<file path="config.mk">
export PLATFORM = sky130hd
export DESIGN_NAME = lsu_flat
export DESIGN_NICKNAME = d
export VERILOG_FILES = /design/src/rtl/lsu_pkg.sv /design/src/rtl/dbus_if.sv /design/src/rtl/lsu.sv /design/src/flat_wrapper.sv
export VERILOG_INCLUDE_DIRS = /design/src /design/src/rtl
export SDC_FILE = /design/constraint.sdc
export NUM_CORES = 1
export LEC_CHECK = 0
export BUFFER_PORTS_ARGS = -buffer_cell sky130_fd_sc_hd__buf_2
export CAP_MARGIN = 20
export CORE_AREA = 2 2 97 99
export DETAILED_ROUTE_END_ITERATION = 12
export DIE_AREA = 0 0 99 101
export PLACE_DENSITY_LB_ADDON = 0.12
export REMOVE_ABC_BUFFERS = 1
export SYNTH_ARGS = -nofsm -noshare
export SYNTH_HDL_FRONTEND = slang
export SYNTH_SLANG_ARGS = --single-unit
</file>
<file path="constraint.sdc">
create_clock -name vclk -period 3.3
set_input_delay 0.495 -clock vclk [all_inputs]
set_output_delay 0.495 -clock vclk [all_outputs]
set_load 0.005 [all_outputs]
</file>
<file path="src/rtl/lsu_consts.svh">
`ifndef LSU_CONSTS_SVH
`define LSU_CONSTS_SVH

// Data and address width of the core
`define XLEN 32

// Data memory size in 32-bit words
`define DMEM_WORDS 256

// APB byte offsets of the LSU register block
`define REG_CTRL       8'h00
`define REG_FAULT_ADDR 8'h04
`define REG_FAULT_CNT  8'h08

`endif

</file>
<file path="src/rtl/lsu_pkg.sv">
`include "lsu_consts.svh"

package lsu_pkg;

    // Load kind carried from execute
    // NONE means no load in flight
    typedef enum logic [2:0] {
        LD_OPS_NONE = 3'd0,
        LD_OPS_LB   = 3'd1,
        LD_OPS_LBU  = 3'd2,
        LD_OPS_LH   = 3'd3,
        LD_OPS_LHU  = 3'd4,
        LD_OPS_LW   = 3'd5
    } ld_ops_e;

    // Store kind carried from execute
    // Also tells the memory which byte lanes to write
    typedef enum logic [1:0] {
        ST_OPS_NONE = 2'd0,
        ST_OPS_SB   = 2'd1,
        ST_OPS_SH   = 2'd2,
        ST_OPS_SW   = 2'd3
    } st_ops_e;

    // Register map of the APB block
    // Each value is the register's APB byte offset
    typedef enum logic [7:0] {
        REG_ADDR_CTRL       = `REG_CTRL,
        REG_ADDR_FAULT_ADDR = `REG_FAULT_ADDR,
        REG_ADDR_FAULT_CNT  = `REG_FAULT_CNT
    } reg_addr_e;

endpackage : lsu_pkg

</file>
<file path="src/rtl/dbus_if.sv">
`timescale 1ns/1ps
`include "lsu_consts.svh"

interface dbus_if;

    // Request side, driven by the LSU
    logic [`XLEN-1:0]     addr;
    logic [`XLEN-1:0]     w_data;
    lsu_pkg::st_ops_e     st_ops;
    logic                 ld_req;
    logic                 st_req;

    // Response side, driven by the memory
    // r_data is the old word, valid with ack
    logic [`XLEN-1:0]     r_data;
    logic                 ack;

    // LSU end of the bus
    modport master (
        output addr,
        output w_data,
        output st_ops,
        output ld_req,
        output st_req,
        input  r_data,
        input  ack
    );

    // Memory end of the bus
    modport slave (
        input  addr,
        input  w_data,
        input  st_ops,
        input  ld_req,
        input  st_req,
        output r_data,
        output ack
    );

endinterface : dbus_if

</file>
<file path="src/rtl/lsu.sv">
`timescale 1ns/1ps
`include "lsu_consts.svh"

module lsu (
    input  logic                 clk,
    input  logic                 rst_n_i,

    // Request from execute, held until done_o
    input  lsu_pkg::ld_ops_e     exe_ld_ops_i,
    input  lsu_pkg::st_ops_e     exe_st_ops_i,
    input  logic [`XLEN-1:0]     exe_addr_i,
    input  logic [`XLEN-1:0]     exe_w_data_i,
    input  logic [4:0]           exe_rd_addr_i,

    // Data bus towards memory
    dbus_if.master               dbus,

    // Misalignment check link to the register block
    input  logic                 check_en_i,
    output logic                 fault_o,
    output logic [`XLEN-1:0]     fault_addr_o,

    // Writeback side
    output logic                 done_o,
    output logic                 wrb_valid_o,
    output logic [`XLEN-1:0]     wrb_data_o,
    output logic [4:0]           wrb_rd_addr_o
);

    logic                ld_any;
    logic                st_any;
    logic                ld_misaligned;
    logic                st_misaligned;
    logic [7:0]          rdata_byte;
    logic [15:0]         rdata_hword;

    // Request present when either kind is not NONE
    assign ld_any = (exe_ld_ops_i != lsu_pkg::LD_OPS_NONE);
    assign st_any = (exe_st_ops_i != lsu_pkg::ST_OPS_NONE);

    // Halfword at odd address, or word off a 4-byte boundary
    assign ld_misaligned =
        ((exe_ld_ops_i == lsu_pkg::LD_OPS_LH || exe_ld_ops_i == lsu_pkg::LD_OPS_LHU)
            && exe_addr_i[0]) ||
        ((exe_ld_ops_i == lsu_pkg::LD_OPS_LW) && (|exe_addr_i[1:0]));
    assign st_misaligned =
        ((exe_st_ops_i == lsu_pkg::ST_OPS_SH) && exe_addr_i[0]) ||
        ((exe_st_ops_i == lsu_pkg::ST_OPS_SW) && (|exe_addr_i[1:0]));

    // Fault completes in the first cycle, nothing goes to memory
    assign fault_o      = check_en_i & (ld_misaligned | st_misaligned);
    assign fault_addr_o = exe_addr_i;

    // Bus request, blocked by a fault
    assign dbus.addr   = exe_addr_i;
    assign dbus.w_data = exe_w_data_i;
    assign dbus.st_ops = exe_st_ops_i;
    assign dbus.ld_req = ld_any & ~fault_o;
    assign dbus.st_req = st_any & ~fault_o;

    // Pick the addressed lane out of the returned word
    // With the check off, bit 0 is ignored for halfwords
    always_comb begin
        case (exe_addr_i[1:0])
            2'b00:   rdata_byte = dbus.r_data[7:0];
            2'b01:   rdata_byte = dbus.r_data[15:8];
            2'b10:   rdata_byte = dbus.r_data[23:16];
            default: rdata_byte = dbus.r_data[31:24];
        endcase
        rdata_hword = exe_addr_i[1] ? dbus.r_data[31:16] : dbus.r_data[15:0];
    end

    // Sign or zero extension for writeback
    always_comb begin
        wrb_data_o = '0;
        if (dbus.ack) begin
            case (exe_ld_ops_i)
                lsu_pkg::LD_OPS_LB:  wrb_data_o = {{24{rdata_byte[7]}}, rdata_byte};
                lsu_pkg::LD_OPS_LBU: wrb_data_o = {24'b0, rdata_byte};
                lsu_pkg::LD_OPS_LH:  wrb_data_o = {{16{rdata_hword[15]}}, rdata_hword};
                lsu_pkg::LD_OPS_LHU: wrb_data_o = {16'b0, rdata_hword};
                lsu_pkg::LD_OPS_LW:  wrb_data_o = dbus.r_data;
                default:             wrb_data_o = '0;
            endcase
        end
    end

    // Completion comes from the memory ack or from a fault
    assign done_o        = dbus.ack | fault_o;
    assign wrb_valid_o   = dbus.ack & ld_any;
    assign wrb_rd_addr_o = exe_rd_addr_i;

    // Execute side must never issue a load and a store together
    assert property (@(posedge clk) disable iff (!rst_n_i)
        !(dbus.ld_req && dbus.st_req))
        else $error("lsu: load and store requested together");

endmodule : lsu

</file>
<file path="src/flat_wrapper.sv">
// flat-port wrapper written by rule: the top's interface ports become plain ports
module lsu_flat 
  (clk, rst_n_i, exe_ld_ops_i, exe_st_ops_i, exe_addr_i, exe_w_data_i, exe_rd_addr_i, check_en_i, fault_o, fault_addr_o, done_o, wrb_valid_o, wrb_data_o, wrb_rd_addr_o, dbus_addr, dbus_w_data, dbus_st_ops, dbus_ld_req, dbus_st_req, dbus_r_data, dbus_ack);
  dbus_if dbus_i ();
  input  logic clk;
  input  logic rst_n_i;
  input  lsu_pkg::ld_ops_e exe_ld_ops_i;
  input  lsu_pkg::st_ops_e exe_st_ops_i;
  input  logic [`XLEN-1:0] exe_addr_i;
  input  logic [`XLEN-1:0] exe_w_data_i;
  input  logic [4:0] exe_rd_addr_i;
  input  logic check_en_i;
  output logic fault_o;
  output logic [`XLEN-1:0] fault_addr_o;
  output logic done_o;
  output logic wrb_valid_o;
  output logic [`XLEN-1:0] wrb_data_o;
  output logic [4:0] wrb_rd_addr_o;
  output wire logic [$bits(dbus_i.addr)-1:0] dbus_addr;
  output wire logic [$bits(dbus_i.w_data)-1:0] dbus_w_data;
  output wire logic [$bits(dbus_i.st_ops)-1:0] dbus_st_ops;
  output wire logic [$bits(dbus_i.ld_req)-1:0] dbus_ld_req;
  output wire logic [$bits(dbus_i.st_req)-1:0] dbus_st_req;
  input wire logic [$bits(dbus_i.r_data)-1:0] dbus_r_data;
  input wire logic [$bits(dbus_i.ack)-1:0] dbus_ack;
  assign dbus_addr = dbus_i.addr;
  assign dbus_w_data = dbus_i.w_data;
  assign dbus_st_ops = dbus_i.st_ops;
  assign dbus_ld_req = dbus_i.ld_req;
  assign dbus_st_req = dbus_i.st_req;
  assign dbus_i.r_data = dbus_r_data;
  assign dbus_i.ack = dbus_ack;
  lsu u_core (.clk(clk), .rst_n_i(rst_n_i), .exe_ld_ops_i(exe_ld_ops_i), .exe_st_ops_i(exe_st_ops_i), .exe_addr_i(exe_addr_i), .exe_w_data_i(exe_w_data_i), .exe_rd_addr_i(exe_rd_addr_i), .dbus(dbus_i), .check_en_i(check_en_i), .fault_o(fault_o), .fault_addr_o(fault_addr_o), .done_o(done_o), .wrb_valid_o(wrb_valid_o), .wrb_data_o(wrb_data_o), .wrb_rd_addr_o(wrb_rd_addr_o));
endmodule
</file>
==> summary.txt <==
Final layout
  • Area Overhead vs Synth: -16.8%
  • # clk buffers: 0
  • N_diodes: 0
  • Cell Count, Final, Fillers Out: 308
  • Fill count: 1,055
  • Final layout net count: 309
  • Multi-input gate area: 739 um2
  • Seq cells: 0
  • Share of cells above drive strength 1: 0.503
  • Flip-flop and latch area: 0 um2

GRT
  • Global-route wire length before repair: 16,700 um
  • Initial antenna violation count: 0
  • Total track usage: 0.257
  • Largest net degree at the start of global routing: 17
  • Global route overflow: 0
  • Vias in the first global route: 1,379

Run
  • Max cap viols: 0

Clock tree
  • # Post-CTS Setup Buffers: 0
  • CTS resizes: 0
  • Hold-fix buffers, CTS: 0

Worst setup path
  • Element type at the critical path start: input port
  • Top delay family on crit path: simple AND/OR/NAND/NOR gates
  • CP max stage delay: 0.42 ns
  • CP cell instances: buf_2 -> and3b_1 -> o21a_1 -> and2_1 -> a221o_1 -> buf_2
  • CP Data Required Time: 2.80 ns
  • Critical path peak fanout: 10
  • Critical-path top delay cell: o21a_1
  • Buf/Inv on CP: 2
  • Critical Path End Type: output port
  • Path type of the worst setup path: in -> out
  • CP arrival: 2.13 ns
  • CP most frequent cell: buf_2

Status
  • Status: finished, final reports clean

Pwr
  • Tot Pwr: 0.166 mW
  • Pwr dens: 126 mW/mm2
  • Static Leak: 0.698 nW
  • Max VDD drop: 0.0343 mV

Routing
  • # DRC: 0
  • Vias per inst: 4.86
  • Initial drt markers: 102
  • Wire length per cell: 44.2 um
  • DR vias: 1,496
  • Drt pass-1 iters: 5
  • Drt total wl: 13,600 um
  • Antenna Nets Post-Route: 0

Yosys
  • Synthesized area: 0.00158 mm2
  • Post-synth top cells: 103 x buf_4, 51 x nand2_1, 9 x a31oi_1, 9 x mux4_2, 9 x nor2b_1
  • Count leader, synth: buf_4
  • Cell taking the most area after synthesis: buf_4
  • Synth top area share: 0.488
  • Count of different cell masters after synthesis: 28
  • Cells after Synth: 226
  • Top post-synthesis cells by area: buf_4 49%, mux4_2 13%, nand2_1 12%
  • Yosys warning total: 0
  • Avg Cell Area, Syn: 7.01 um2
  • Fraction of the yosys area taken by sequential cells: 0

Timing
  • Worst-Margin Slew: 0.723 ns
  • Slew HR: 0.518
  • Maximum clock frequency: 381 MHz
  • Final setup TNS: 0 ns
  • Fin crit share: 0.795
  • Post-route setup slack: 0.677 ns
  • Final Hold Violating Endpoints: 0
  • Slew Viols, Final: 0
  • Hold slack: 0.990 ns
  • Endpoints failing setup: 0
  • RSZ-0062 raised after global routing: false
  • Minimum clock period: 2.62 ns

Floorplan
  • Initial core utilization: 0.176
  • Core Region: 0.00898 mm2
  • Die width: 99 um
  • DIE HEIGHT: 101 um
  • Die area: 0.0100 mm2
  • # rows: 35
  • I/O pins: 250

Min path
  • Hold WC Path Type: in -> out

Placement
  • Placed Cells: 308
  • Pre-CTS WS: 0.679 ns
  • Estimated wirelength of the detail-placed design: 12,200 um
  • Number of port buffers: 84
  • GPL Wtd Cong: 0.920
layout make-up:
cell class | instances | area share
Inverter | 1 | 0.00285
Tap cell | 111 | 0.105
Timing Repair Buffer | 86 | 0.330
Multi-Input combinational cell | 110 | 0.561
stage by stage:
stage                util  area [um2]
finish              0.147        1320
global route        0.147        1320
CTS                 0.147        1320
detailed placement  0.147        1320
global placement    0.147        1320
floorplan               -         743
where the power goes:
part           leakage, nW  switching (mW)  internal [mW]  total [mW]
clock                    0               0              0           0
sequential               0               0              0           0
combinational        0.698          0.0877         0.0787       0.166
cells by family after synthesis:
group	Yosys count	share of synthesized area
buffers and inverters	116	0.533
AND/OR/NAND/NOR	77	0.224
AO/OA/AOI/OAI	23	0.109
multiplexers	9	0.128
XOR/XNOR	1	0.00553
worst paths after layout:
path / from / end / slack [ns] / depth (start not counted)
max: exe_ld_ops_i[2] / wrb_data_o[0] / 0.68 / 6
min: exe_addr_i[12] / dbus_addr[12] / 0.99 / 0
metal layers:
layer / track usage / vias up / wire length (um)
met5: 0.0205 / - / 0
met3: 0.315 / 21 / 3600
li1: - / 589 / -
met1: 0.193 / 681 / 3480
met2: 0.428 / 205 / 6240
met4: 0.0358 / 0 / 289
layout by cell type (no fill, tap or decap), types with 2 or more instances in the layout:
cell	netlist	routed
nor2b_1	9	9
a221o_1	7	7
nor2_1	6	6
a31oi_1	9	9
buf_2	6	84
mux4_2	9	9
nand2_1	51	51
o21ai_0	3	3
buf_4	103	2
(Power assumes the default switching activity.)
