File: src/rtl/lsu_consts.svh
`ifndef LSU_CONSTS_SVH
`define LSU_CONSTS_SVH

// Data and address width of the core
`define XLEN 32

// Data memory size in 32-bit words
`define DMEM_WORDS 256

// APB byte offsets of the LSU register block
`define REG_CTRL       8'h00
`define REG_FAULT_ADDR 8'h04
`define REG_FAULT_CNT  8'h08

`endif

File: src/rtl/lsu_pkg.sv
`include "lsu_consts.svh"

package lsu_pkg;

    // Load kind carried from execute
    // NONE means no load in flight
    typedef enum logic [2:0] {
        LD_OPS_NONE = 3'd0,
        LD_OPS_LB   = 3'd1,
        LD_OPS_LBU  = 3'd2,
        LD_OPS_LH   = 3'd3,
        LD_OPS_LHU  = 3'd4,
        LD_OPS_LW   = 3'd5
    } ld_ops_e;

    // Store kind carried from execute
    // Also tells the memory which byte lanes to write
    typedef enum logic [1:0] {
        ST_OPS_NONE = 2'd0,
        ST_OPS_SB   = 2'd1,
        ST_OPS_SH   = 2'd2,
        ST_OPS_SW   = 2'd3
    } st_ops_e;

    // Register map of the APB block
    // Each value is the register's APB byte offset
    typedef enum logic [7:0] {
        REG_ADDR_CTRL       = `REG_CTRL,
        REG_ADDR_FAULT_ADDR = `REG_FAULT_ADDR,
        REG_ADDR_FAULT_CNT  = `REG_FAULT_CNT
    } reg_addr_e;

endpackage : lsu_pkg

File: src/rtl/lsu_csr_apb.sv
`timescale 1ns/1ps
`include "lsu_consts.svh"

module lsu_csr_apb (
    input  logic                 clk,
    input  logic                 rst_n_i,

    // APB slave port
    input  logic                 psel_i,
    input  logic                 penable_i,
    input  logic                 pwrite_i,
    input  logic [7:0]           paddr_i,
    input  logic [`XLEN-1:0]     pwdata_i,
    output logic [`XLEN-1:0]     prdata_o,
    output logic                 pready_o,
    output logic                 pslverr_o,

    // Fault report from the LSU
    input  logic                 fault_i,
    input  logic [`XLEN-1:0]     fault_addr_i,
    output logic                 check_en_o
);

    lsu_pkg::reg_addr_e      reg_sel;
    logic                    addr_hit;
    logic                    access;
    logic                    wr_en;
    logic                    check_en_q;
    logic [`XLEN-1:0]        fault_addr_q;
    logic [`XLEN-1:0]        fault_cnt_q;

    // Access phase of an APB transfer
    assign access  = psel_i & penable_i;
    assign wr_en   = access & pwrite_i;
    assign reg_sel = lsu_pkg::reg_addr_e'(paddr_i);

    // Offset decode
    always_comb begin
        case (reg_sel)
            lsu_pkg::REG_ADDR_CTRL,
            lsu_pkg::REG_ADDR_FAULT_ADDR,
            lsu_pkg::REG_ADDR_FAULT_CNT: addr_hit = 1'b1;
            default:                     addr_hit = 1'b0;
        endcase
    end

    // CTRL bit 0 enables the misalignment check and comes out of reset set
    always_ff @(posedge clk) begin
        if (!rst_n_i) begin
            check_en_q <= 1'b1;
        end else if (wr_en && reg_sel == lsu_pkg::REG_ADDR_CTRL) begin
            check_en_q <= pwdata_i[0];
        end
    end

    // Last faulting address is read-only from APB
    always_ff @(posedge clk) begin
        if (!rst_n_i) begin
            fault_addr_q <= '0;
        end else if (fault_i) begin
            fault_addr_q <= fault_addr_i;
        end
    end

    // Any write to the fault counter clears it
    // A fault in the clearing cycle still counts once
    always_ff @(posedge clk) begin
        if (!rst_n_i) begin
            fault_cnt_q <= '0;
        end else if (fault_i) begin
            if (wr_en && reg_sel == lsu_pkg::REG_ADDR_FAULT_CNT) begin
                fault_cnt_q <= `XLEN'(1);
            end else begin
                fault_cnt_q <= fault_cnt_q + `XLEN'(1);
            end
        end else if (wr_en && reg_sel == lsu_pkg::REG_ADDR_FAULT_CNT) begin
            fault_cnt_q <= '0;
        end
    end

    // Read mux
    always_comb begin
        case (reg_sel)
            lsu_pkg::REG_ADDR_CTRL:       prdata_o = {{(`XLEN-1){1'b0}}, check_en_q};
            lsu_pkg::REG_ADDR_FAULT_ADDR: prdata_o = fault_addr_q;
            lsu_pkg::REG_ADDR_FAULT_CNT:  prdata_o = fault_cnt_q;
            default:                      prdata_o = '0;
        endcase
    end

    // Zero wait states
    assign pready_o   = 1'b1;
    assign pslverr_o  = access & ~addr_hit;
    assign check_en_o = check_en_q;

    // Setup phase is followed by the access phase to the same offset
    assert property (@(posedge clk) disable iff (!rst_n_i)
        (psel_i && !penable_i) |=> (psel_i && penable_i && $stable(paddr_i)))
        else $error("lsu_csr_apb: setup phase not followed by a matching access phase");

endmodule : lsu_csr_apb

File: config.mk
export PLATFORM = sky130hd
export DESIGN_NAME = lsu_csr_apb
export DESIGN_NICKNAME = d
export VERILOG_FILES = /design/src/rtl/lsu_pkg.sv /design/src/rtl/lsu_csr_apb.sv
export VERILOG_INCLUDE_DIRS = /design/src /design/src/rtl
export SDC_FILE = /design/constraint.sdc
export NUM_CORES = 1
export LEC_CHECK = 0
export ABC_AREA = 1
export BUFFER_PORTS_ARGS = -buffer_cell sky130_fd_sc_hd__buf_4
export CAP_MARGIN = 20
export CORE_ASPECT_RATIO = 1.2
export CORE_MARGIN = 2
export CORE_UTILIZATION = 54
export CTS_CLUSTER_DIAMETER = 80
export DETAILED_ROUTE_END_ITERATION = 7
export GPL_TIMING_DRIVEN = 0
export PLACE_DENSITY = 0.92
export SETUP_SLACK_MARGIN = 0.5
export SYNTH_ARGS = -nofsm -noshare
export SYNTH_HDL_FRONTEND = slang
export SYNTH_SLANG_ARGS = --single-unit
File: constraint.sdc
create_clock -name clk -period 3.96 [get_ports clk]
set_input_delay 0.792 -clock clk [delete_from_list [all_inputs] [get_ports clk]]
set_output_delay 0.792 -clock clk [all_outputs]
set_load 0.03 [all_outputs]
==> results_dict.tcl, run 1 <==
set metrics [dict create \
    finalMaxSlewViolations 0 \
    start_util 0.563 \
    critPathKind "in -> out" \
    ys_top_cells_by_area "dfxtp_1, nor2_1, nand2_1, nand3_1, o21ai_0" \
    ys_warn_count 0 \
    grtUsageTotal 0.298 \
    ctsResizeCount 0 \
    grt_use_met3 0.0596 \
    critical_path_depth 8 \
    ys.flop_type "dfxtp_1" \
    synth-seq-cells 65 \
    cts_root_buf "clkbuf_8" \
    startpoint "paddr_i[7]" \
    fin_crit_sh 0.766 \
    drv_cap 0 \
    final_nets 711 \
    coreArea_um2 6050 \
    clock_latency_ns 0.35 \
    ff_latch_area_um2 1300 \
    endpoint "prdata_o[3]" \
    synth_top_area_cell "dfxtp_1" \
    hold_viol 0 \
    crit_path_max_incr_delay_ns 0.39 \
    antenna_cells 0 \
    synth_cells 542 \
    viasPerCell 5.37 \
    synthMuxAreaShare 0 \
    hold_depth 2 \
    synth_top_family_by_area "simple AND/OR/NAND/NOR gates" \
    r2r-start "fault_cnt_q[0]" \
    critPathRequiredTime_ns 3.17 \
    min_path_type "reg -> reg" \
    drive_above_1_share 0.193 \
    worst_ep_arrival_time_ns 2.24 \
    r2r-end "fault_cnt_q[12]" \
    clk_pin_slew_ns 0.07 \
    outcome "completed" \
    drtIter0Drc 375 \
    synth_compound_area_frac 0.111 \
    fin_crit_ns 3.03 \
    fill_cells 490 \
    cts_made_buffers 9 \
    die-area_um2 6960 \
    r2r_cells 8 \
    grtUsageMet2 0.519 \
    power_density_nw_per_um2 311 \
    grt_busiest_layer "met2" \
    synth_fa_ha_area_frac 0.00367 \
    yosysSeqAreaShare 0.382 \
    cp-start-kind "primary input" \
    critPathTopFamily "buffers and inverters" \
    die_w_um 76.5 \
    rsz0062_at_grt "no" \
    antenna_found_initial 0 \
    end_kind "output port" \
    clock_skew_ns 0.00509 \
    io_buffers 79 \
    place.gp.congestion 0.940 \
    h-tree-depth 3 \
    cts.sinks 65 \
    grt_pass1_vias 3672 \
    final_core_util 0.707 \
    crit_chain "buf_4, nor2_1, nand3_1, inv_1, clkbuf_1, nand3_1, o21ai_1, buf_4" \
    cp_slowest_cell "clkbuf_1" \
    tightest_slew_ns 0.549 \
    multi_input_area_um2 1810 \
    cts_setup_buffers 0 \
    drt_wl_total_um 10200 \
    ant_nets 0 \
    hpwlAfterDp_um 7680 \
    syn-num-nets 621 \
    syn_area_um2 3410 \
    peakVddDrop_mv 0.160 \
    synth_edf_count 0 \
    gr-usage-met1 0.346 \
    cts_tree "done" \
    grt_pass1_wl_um 16600 \
    syn_to_final_growth_pct 25.5 \
    yosys.cell_count.top_type "nor2_1" \
    synth-xor-area-share 0.00257 \
    path_buf_inv 4 \
    vias 3859 \
    max_freq_ghz 0.330 \
    p_leak_nw 1.89 \
    yosys.area.top_type_share 0.382 \
    syn_area_per_cell_um2 6.28 \
    finalSetupViolCount 0 \
    synth-simple-area-share 0.414 \
    drt-wirelength-per-cell_um 14.2 \
    synth_cell_types 29 \
    rows 31 \
    io_pins 113 \
    grt_remaining_overflow 0 \
    clk_path_buf_depth 2 \
    dr.pass1.iters 5 \
    rrSetupSlack_ns 2.37 \
    yosys-top-cells-count "nor2_1, nand2_1, dfxtp_1" \
    die-height_um 91.0 \
    setup_tns_ns 0 \
    grt_max_degree 11 \
    async_reset_ff_frac 0 \
    crit_fanout 10 \
    route.detailed.drc 0 \
    slew_headroom 0.634 \
    hold_buffers 0 \
]
-- worst min path at each step --
stage	endpoint	from
final	fault_addr_q[6]	fault_addr_q[6]
after global routing	fault_addr_q[6]	fault_addr_q[6]
after CTS	fault_cnt_q[7]	fault_cnt_q[7]
after detailed placement	fault_addr_q[11]	fault_addr_q[11]
after global placement	fault_cnt_q[7]	fault_cnt_q[7]
after floorplan	fault_cnt_q[10]	fault_cnt_q[10]
-- stage by stage --
step / area [um^2] / hold WS (ns) / setup slack, ns / power (mW) / instances
floorplan: 3410 / 0.462 / 1.11 / 0.766 / 542
global placement: 4100 / 0.478 / 0.992 / 0.820 / 703
detailed placement: 4100 / 0.489 / 0.955 / 0.826 / 703
CTS: 4280 / 0.504 / 0.962 / 1.32 / 719
global route: 4280 / 0.524 / 0.834 / 1.37 / 719
finish: 4280 / 0.504 / 0.928 / 1.33 / 719
-- final cells by class --
cell class | instances | area share
buffer | 24 | 0.0310
clock buffer | 13 | 0.0372
clock inverter | 3 | 0.00351
sequential | 65 | 0.304
inverter | 42 | 0.0369
tap | 82 | 0.0240
timing repair buffer | 79 | 0.139
multi-input combinational | 411 | 0.424
-- worst register-to-register path: cells and delay by family, from the launching register on --
kind	cells	cell delay [ns]
adder cells (fa/ha/maj)	1	0.21
flip-flops	1	0.41
AO/OA/AOI/OAI	1	0.16
AND/OR/NAND/NOR	6	0.70
-- state kept, by name (all words and copies together) (netlist names) --
| signal | cells |
|---|---|
| fault_addr_q | 32 |
| fault_cnt_q | 32 |
| check_en_o | 1 |
-- logic make-up (layout without fill, tap and decap cells) --
logic type / count (synthesis) / in the layout
other: 1 / 1
xor gates and xnor gates: 1 / 1
adders and majority gates: 1 / 1
buffers and inverters: 66 / 161
and+or+nand+nor: 336 / 336
AOI/OAI and AO/OA: 72 / 72
DFF: 65 / 65
-- report_power, final --
part	switching (mW)	total (mW)	internal, mW	leakage (nW)
clock	0.256	0.515	0.259	0.0932
sequential	0.0140	0.692	0.678	0.532
combinational	0.0678	0.123	0.0549	1.26
total	0.338	1.33	0.992	1.89
-- layer usage --
layer  vias up  share of wire
met5         -              0
met4         0          0.029
met3        25          0.077
met2       181           0.50
met1      1746           0.40
li1       1907              -
-- placed cells by master, fill, tap and decap left out, types with 4 or more instances in the layout --
cell type  instances
o21ai_0           42
nand3_1           55
clkbuf_8          11
nor3_1             5
buf_4             80
o21ai_1           11
inv_1             39
buf_6              4
a21oi_1           13
buf_2              7
nand4_1            6
clkbuf_1          13
dfxtp_1           65
nor2_1           136
nor2_2             6
nand2_1          120
Note: power is estimated with default switching activity, not from simulation.
==> run 2, diff against run 1 <==
--- a/config.mk
+++ b/config.mk
@@ -11,11 +11,11 @@
 export CAP_MARGIN = 20
 export CORE_ASPECT_RATIO = 1.2
 export CORE_MARGIN = 2
-export CORE_UTILIZATION = 54
+export CORE_UTILIZATION = 51
 export CTS_CLUSTER_DIAMETER = 80
 export DETAILED_ROUTE_END_ITERATION = 7
 export GPL_TIMING_DRIVEN = 0
-export PLACE_DENSITY = 0.92
+export PLACE_DENSITY = 0.88
 export SETUP_SLACK_MARGIN = 0.5
 export SYNTH_ARGS = -nofsm -noshare
 export SYNTH_HDL_FRONTEND = slang
==> constraint.sdc (replaced) <==
create_clock -name clk -period 2.98 [get_ports clk]
set_input_delay 0.596 -clock clk [delete_from_list [all_inputs] [get_ports clk]]
set_output_delay 0.596 -clock clk [all_outputs]
set_load 0.03 [all_outputs]
==> run 2 against run 1 <==
Sequential share of layout area fell by 0.99 points. Hold slack got worse by 0.045 ns. Sequential power rose by 33%. Global-route usage fell by 1.8 points. Critical path depth did not move. Sequential cell count did not move. Clock power rose by 100%. Clock skew rose by 0.0016 ns. Via count did not move.
==> results_dict.tcl, run 2 (same netlist as run 1, synthesis figures left out) <==
set metrics [dict create \
    hold_end "fault_addr_q[4]" \
    outcome "completed" \
    place.gp.congestion 0.909 \
    clock_skew_ns 0.00671 \
    critPathKind "in -> out" \
    clock_latency_ns 0.36 \
    die-height_um 93.5 \
    syn_to_final_growth_pct 29.8 \
    grt_max_degree 13 \
    start_util 0.528 \
    p_leak_nw 1.95 \
    critPathRequiredTime_ns 2.38 \
    cp-start-kind "primary input" \
    drv_cap 0 \
    end_kind "output port" \
    ant_nets 0 \
    worstHoldStart "fault_addr_i[4]" \
    rsz0062_at_grt "no" \
    drt_wl_total_um 10300 \
    antenna_cells 0 \
    antenna_found_initial 0 \
    internal-power_mw 1.64 \
    clk_path_buf_depth 2 \
    die_w_um 78.6 \
    r2r-start "fault_cnt_q[0]" \
    io_buffers 79 \
    route.detailed.drc 0 \
    crit_chain "buf_4, nor2_2, inv_1, nor3_4, buf_4, nand3_1, o21ai_1, buf_4" \
    hold_viol 0 \
    crit_path_max_incr_delay_ns 0.25 \
    hold_depth 3 \
    vias 3859 \
    grt_pass1_wl_um 16200 \
    multi_input_area_um2 1830 \
    finalMaxSlewViolations 0 \
    final_nets 713 \
    viasPerCell 5.33 \
    io_pins 113 \
    grtUsageTotal 0.280 \
    pwr-share-seq 0.433 \
    final_common_cell "nor2_1" \
    power_density_nw_per_um2 481 \
    mostFrequentLayoutCells "nor2_1, nand2_1, buf_4" \
    hpwlAfterDp_um 7680 \
    finalSetupViolCount 0 \
    fin_crit_ns 2.44 \
    swShare 0.227 \
    die-area_um2 7350 \
    power_switching_uw 483 \
    drtIter0Drc 385 \
    peakVddDrop_mv 0.255 \
    hold_buffers 0 \
    fill_cells 512 \
    h-tree-depth 3 \
    startpoint "paddr_i[1]" \
    crit_fanout 10 \
    coreArea_um2 6450 \
    power_frac_comb 0.077 \
    grt_pass1_vias 3545 \
    max_freq_ghz 0.410 \
    cts.sinks 65 \
    min_path_type "in -> reg" \
    drt-wirelength-per-cell_um 14.2 \
    grt_remaining_overflow 0 \
    stdcell_count 724 \
    r2r_cells 8 \
    cts_root_buf "clkbuf_8" \
    rows 32 \
    crit_top_cell "buf_4" \
    cts_tree "done" \
    clockPowerShare 0.490 \
    rrSetupSlack_ns 1.37 \
    fin_crit_sh 0.818 \
    worst_ep_arrival_time_ns 1.84 \
    setup_tns_ns 0 \
    drive_above_1_share 0.207 \
    cts_made_buffers 9 \
    cp_slowest_cell "nor3_4" \
    post-place-cells 706 \
    clk_pin_slew_ns 0.08 \
    r2r-end "fault_cnt_q[16]" \
    ff_latch_area_um2 1300 \
    dr.pass1.iters 5 \
]
## run 2: final cells by class
type                            instances  area share
Inverter                               42      0.0357
Clock buffer                           10      0.0311
Clock inverter                          6      0.0311
Buffer                                 24      0.0323
Sequential cell                        65       0.294
Multi-Input combinational cell        411       0.414
Timing Repair Buffer                   81       0.138
Tap cell                               85      0.0241
## run 2: metal layers
metal,vias to the layer above,GRT usage,wire length (um)
li1,1918,-,-
met1,1743,0.332,4140
met2,170,0.486,5130
met3,28,0.0425,676
met4,0,0.146,331
met5,-,0,0
## run 2: repair_timing
item	CTS	global route
setup buffers	2	0
cloned	0	0
endpoints found under the setup margin	29	31
gates resized for setup	2	10
hold endpoints to repair	0	0
pin swaps	1	1
## run 2: worst max-delay path by stage
stage,to,slack (ns),cells past startpoint
finish,prdata_o[9],0.54,8
global route,prdata_o[31],0.45,8
CTS,prdata_o[9],0.46,8
floorplan,prdata_o[10],0.52,5
global placement,prdata_o[21],0.43,8
detailed placement,prdata_o[9],0.33,8
## run 2: critical path, delay by kind of cell
kind | cells | cell delay (ns)
AO/OA/AOI/OAI | 1 | 0.12
buffers and inverters | 4 | 0.64
AND/OR/NAND/NOR | 3 | 0.49
## run 2: power groups by stage
stage,combinational [mW],clock (mW),sequential [mW]
2_1_floorplan,0.0851,0,0.932
3_3_place_gp,0.153,0,0.938
3_5_place_dp,0.158,0,0.939
4_1_cts,0.160,1.04,0.919
5_1_grt,0.180,1.07,0.923
6_report,0.164,1.04,0.920
## run 2: through the flow
step | hold slack (ns) | cell area, um^2 | total power, mW | worst slack, ns | utilization
floorplan | 0.462 | 3410 | 1.02 | 0.518 | -
CTS | 0.463 | 4400 | 2.12 | 0.464 | 0.682
global placement | 0.465 | 4110 | 1.09 | 0.432 | 0.637
global route | 0.466 | 4420 | 2.18 | 0.450 | 0.686
detailed placement | 0.480 | 4110 | 1.10 | 0.331 | 0.637
finish | 0.459 | 4420 | 2.12 | 0.543 | 0.686
==> run 3, diff against run 2 <==
--- a/config.mk
+++ b/config.mk
@@ -11,11 +11,11 @@
 export CAP_MARGIN = 20
 export CORE_ASPECT_RATIO = 1.2
 export CORE_MARGIN = 2
-export CORE_UTILIZATION = 51
+export CORE_UTILIZATION = 46
 export CTS_CLUSTER_DIAMETER = 80
 export DETAILED_ROUTE_END_ITERATION = 7
 export GPL_TIMING_DRIVEN = 0
-export PLACE_DENSITY = 0.88
+export PLACE_DENSITY = 0.84
 export SETUP_SLACK_MARGIN = 0.5
 export SYNTH_ARGS = -nofsm -noshare
 export SYNTH_HDL_FRONTEND = slang
==> constraint.sdc (replaced) <==
create_clock -name clk -period 1.99 [get_ports clk]
set_input_delay 0.398 -clock clk [delete_from_list [all_inputs] [get_ports clk]]
set_output_delay 0.398 -clock clk [all_outputs]
set_load 0.03 [all_outputs]
==> run 3 against run 2 <==
Cell count increased by 3.0%. Largest cell class unchanged. Worst setup slack got worse by 0.51 ns. Non-clock buffer count increased by 17. First-iteration DRC count decreased by 24%. Sequential share of layout area decreased by 4.0 points. Count of clock-buffer cells in the layout decreased by 1.
==> results_dict.tcl, run 3 (same netlist as run 1, synthesis figures left out) <==
set metrics [dict create \
    multi_input_area_um2 2310 \
    hold_depth 3 \
    ff_latch_area_um2 1320 \
    end_kind "output port" \
    ant_nets 0 \
    crit_top_cell "buf_4" \
    io_pins 113 \
    tightest_slew_ns 0.546 \
    critPathKind "in -> out" \
    h-tree-depth 3 \
    cts_made_buffers 9 \
    start_util 0.471 \
    syn_to_final_growth_pct 52.5 \
    route.detailed.drc 0 \
    cts_tree "done" \
    io_buffers 79 \
    clk_path_buf_depth 2 \
    critPathRequiredTime_ns 1.59 \
    power_density_nw_per_um2 523 \
    die-area_um2 8110 \
    grt_remaining_overflow 0 \
    die_w_um 82.6 \
    final_common_cell "nor2_1" \
    worst_ep_arrival_time_ns 1.56 \
    crit_chain "buf_6, nor2_4, nand3_4, buf_4, buf_4, a211oi_1, nor2_1, buf_4" \
    coreArea_um2 7230 \
    mostFrequentLayoutCells "nor2_1, nand2_1, buf_4" \
    vias 4299 \
    drive_above_1_share 0.367 \
    fin_crit_sh 0.984 \
    dr.pass1.iters 5 \
    final_nets 730 \
    power_mw 2.72 \
    peakVddDrop_mv 0.348 \
    viasPerCell 5.76 \
    antenna_found_initial 0 \
    p_leak_nw 2.08 \
    place.gp.congestion 0.908 \
    grtUsageTotal 0.300 \
    hpwlAfterDp_um 7930 \
    cts.sinks 65 \
    crit_fanout 3 \
    rows 34 \
    r2r_cells 8 \
    clock_latency_ns 0.36 \
    drv_cap 0 \
    setup_tns_ns 0 \
    clock_skew_ns 0.0132 \
    grt_pass1_wl_um 18700 \
    grt_max_degree 13 \
    min_path_type "in -> reg" \
    slew_headroom 0.636 \
    grt_pass1_vias 4076 \
    rsz0062_at_grt "yes" \
    drt-wirelength-per-cell_um 17.6 \
    cp-start-kind "primary input" \
    clk_pin_slew_ns 0.08 \
    max_freq_ghz 0.511 \
    die-height_um 98.3 \
    drtIter0Drc 291 \
    drt_wl_total_um 13100 \
    outcome "completed" \
    cts_root_buf "clkbuf_8" \
    cp_slowest_cell "a211oi_1" \
    hold_viol 0 \
    finalSetupViolCount 0 \
    crit_path_max_incr_delay_ns 0.25 \
    fin_crit_ns 1.96 \
    antenna_cells 0 \
    fill_cells 471 \
    hold_buffers 0 \
    finalMaxSlewViolations 0 \
]
run 3: cell types whose count changed in the layout (fill, tap and decap cells not counted), sizes merged:
cell      delta
clkinv       +4
inv          -2
clkinvlp     +3
buf         +17
clkbuf       -1
bufinv       -4
run 3: path summary, 6_finish.rpt:
path / slack, ns / to / startpoint
min reg2reg: 0.50 / fault_cnt_q[7] / fault_cnt_q[7]
max reg2reg: 0.52 / fault_cnt_q[30] / fault_cnt_q[0]
max: 0.03 / pslverr_o / paddr_i[6]
min: 0.26 / fault_addr_q[29] / fault_addr_i[29]
run 3: cell type report:
| cell class | instances | share of cell area |
|---|---|---|
| buffer | 24 | 0.0390 |
| timing repair buffer | 98 | 0.176 |
| multi-input combinational | 411 | 0.444 |
| sequential | 65 | 0.254 |
| clock buffer | 9 | 0.0238 |
| inverter | 42 | 0.0320 |
| tap | 90 | 0.0217 |
| clock inverter | 7 | 0.00915 |
run 3: through the flow:
stage	setup slack [ns]	instance area [um^2]	instances	util	hold slack [ns]
2_1_floorplan	0.223	3640	542	-	0.464
3_3_place_gp	-0.112	4350	711	0.602	0.477
3_5_place_dp	-0.132	4350	711	0.602	0.492
4_1_cts	0.104	5000	738	0.692	0.262
5_1_grt	-0.0398	5190	746	0.718	0.266
6_report	0.0321	5190	746	0.718	0.263
run 3: what timing repair did:
action,CTS,global route
pin swaps,14,23
setup endpoints to repair,42,57
cloned,4,0
resized for setup,93,45
buffers inserted,7,8
endpoints found under the hold margin,0,0
run 3: per-layer routing:
metal | vias up | wire length (um) | track usage
met3 | 68 | 1180 | 0.0647
met1 | 1994 | 4580 | 0.312
met4 | 0 | 709 | 0.206
met5 | - | 0 | 0
met2 | 285 | 6640 | 0.518
li1 | 1952 | - | -
run 3: worst max-delay path, delay by kind of cell:
family / cells / cell delay, ns
simple gates: 3 / 0.36
compound gates: 1 / 0.25
buf+inv: 4 / 0.56
run 3: power breakdown:
part	leakage [nW]	switching [mW]	internal, mW
combinational	1.46	0.175	0.136
sequential	0.538	0.0450	1.35
clock	0.0850	0.565	0.448
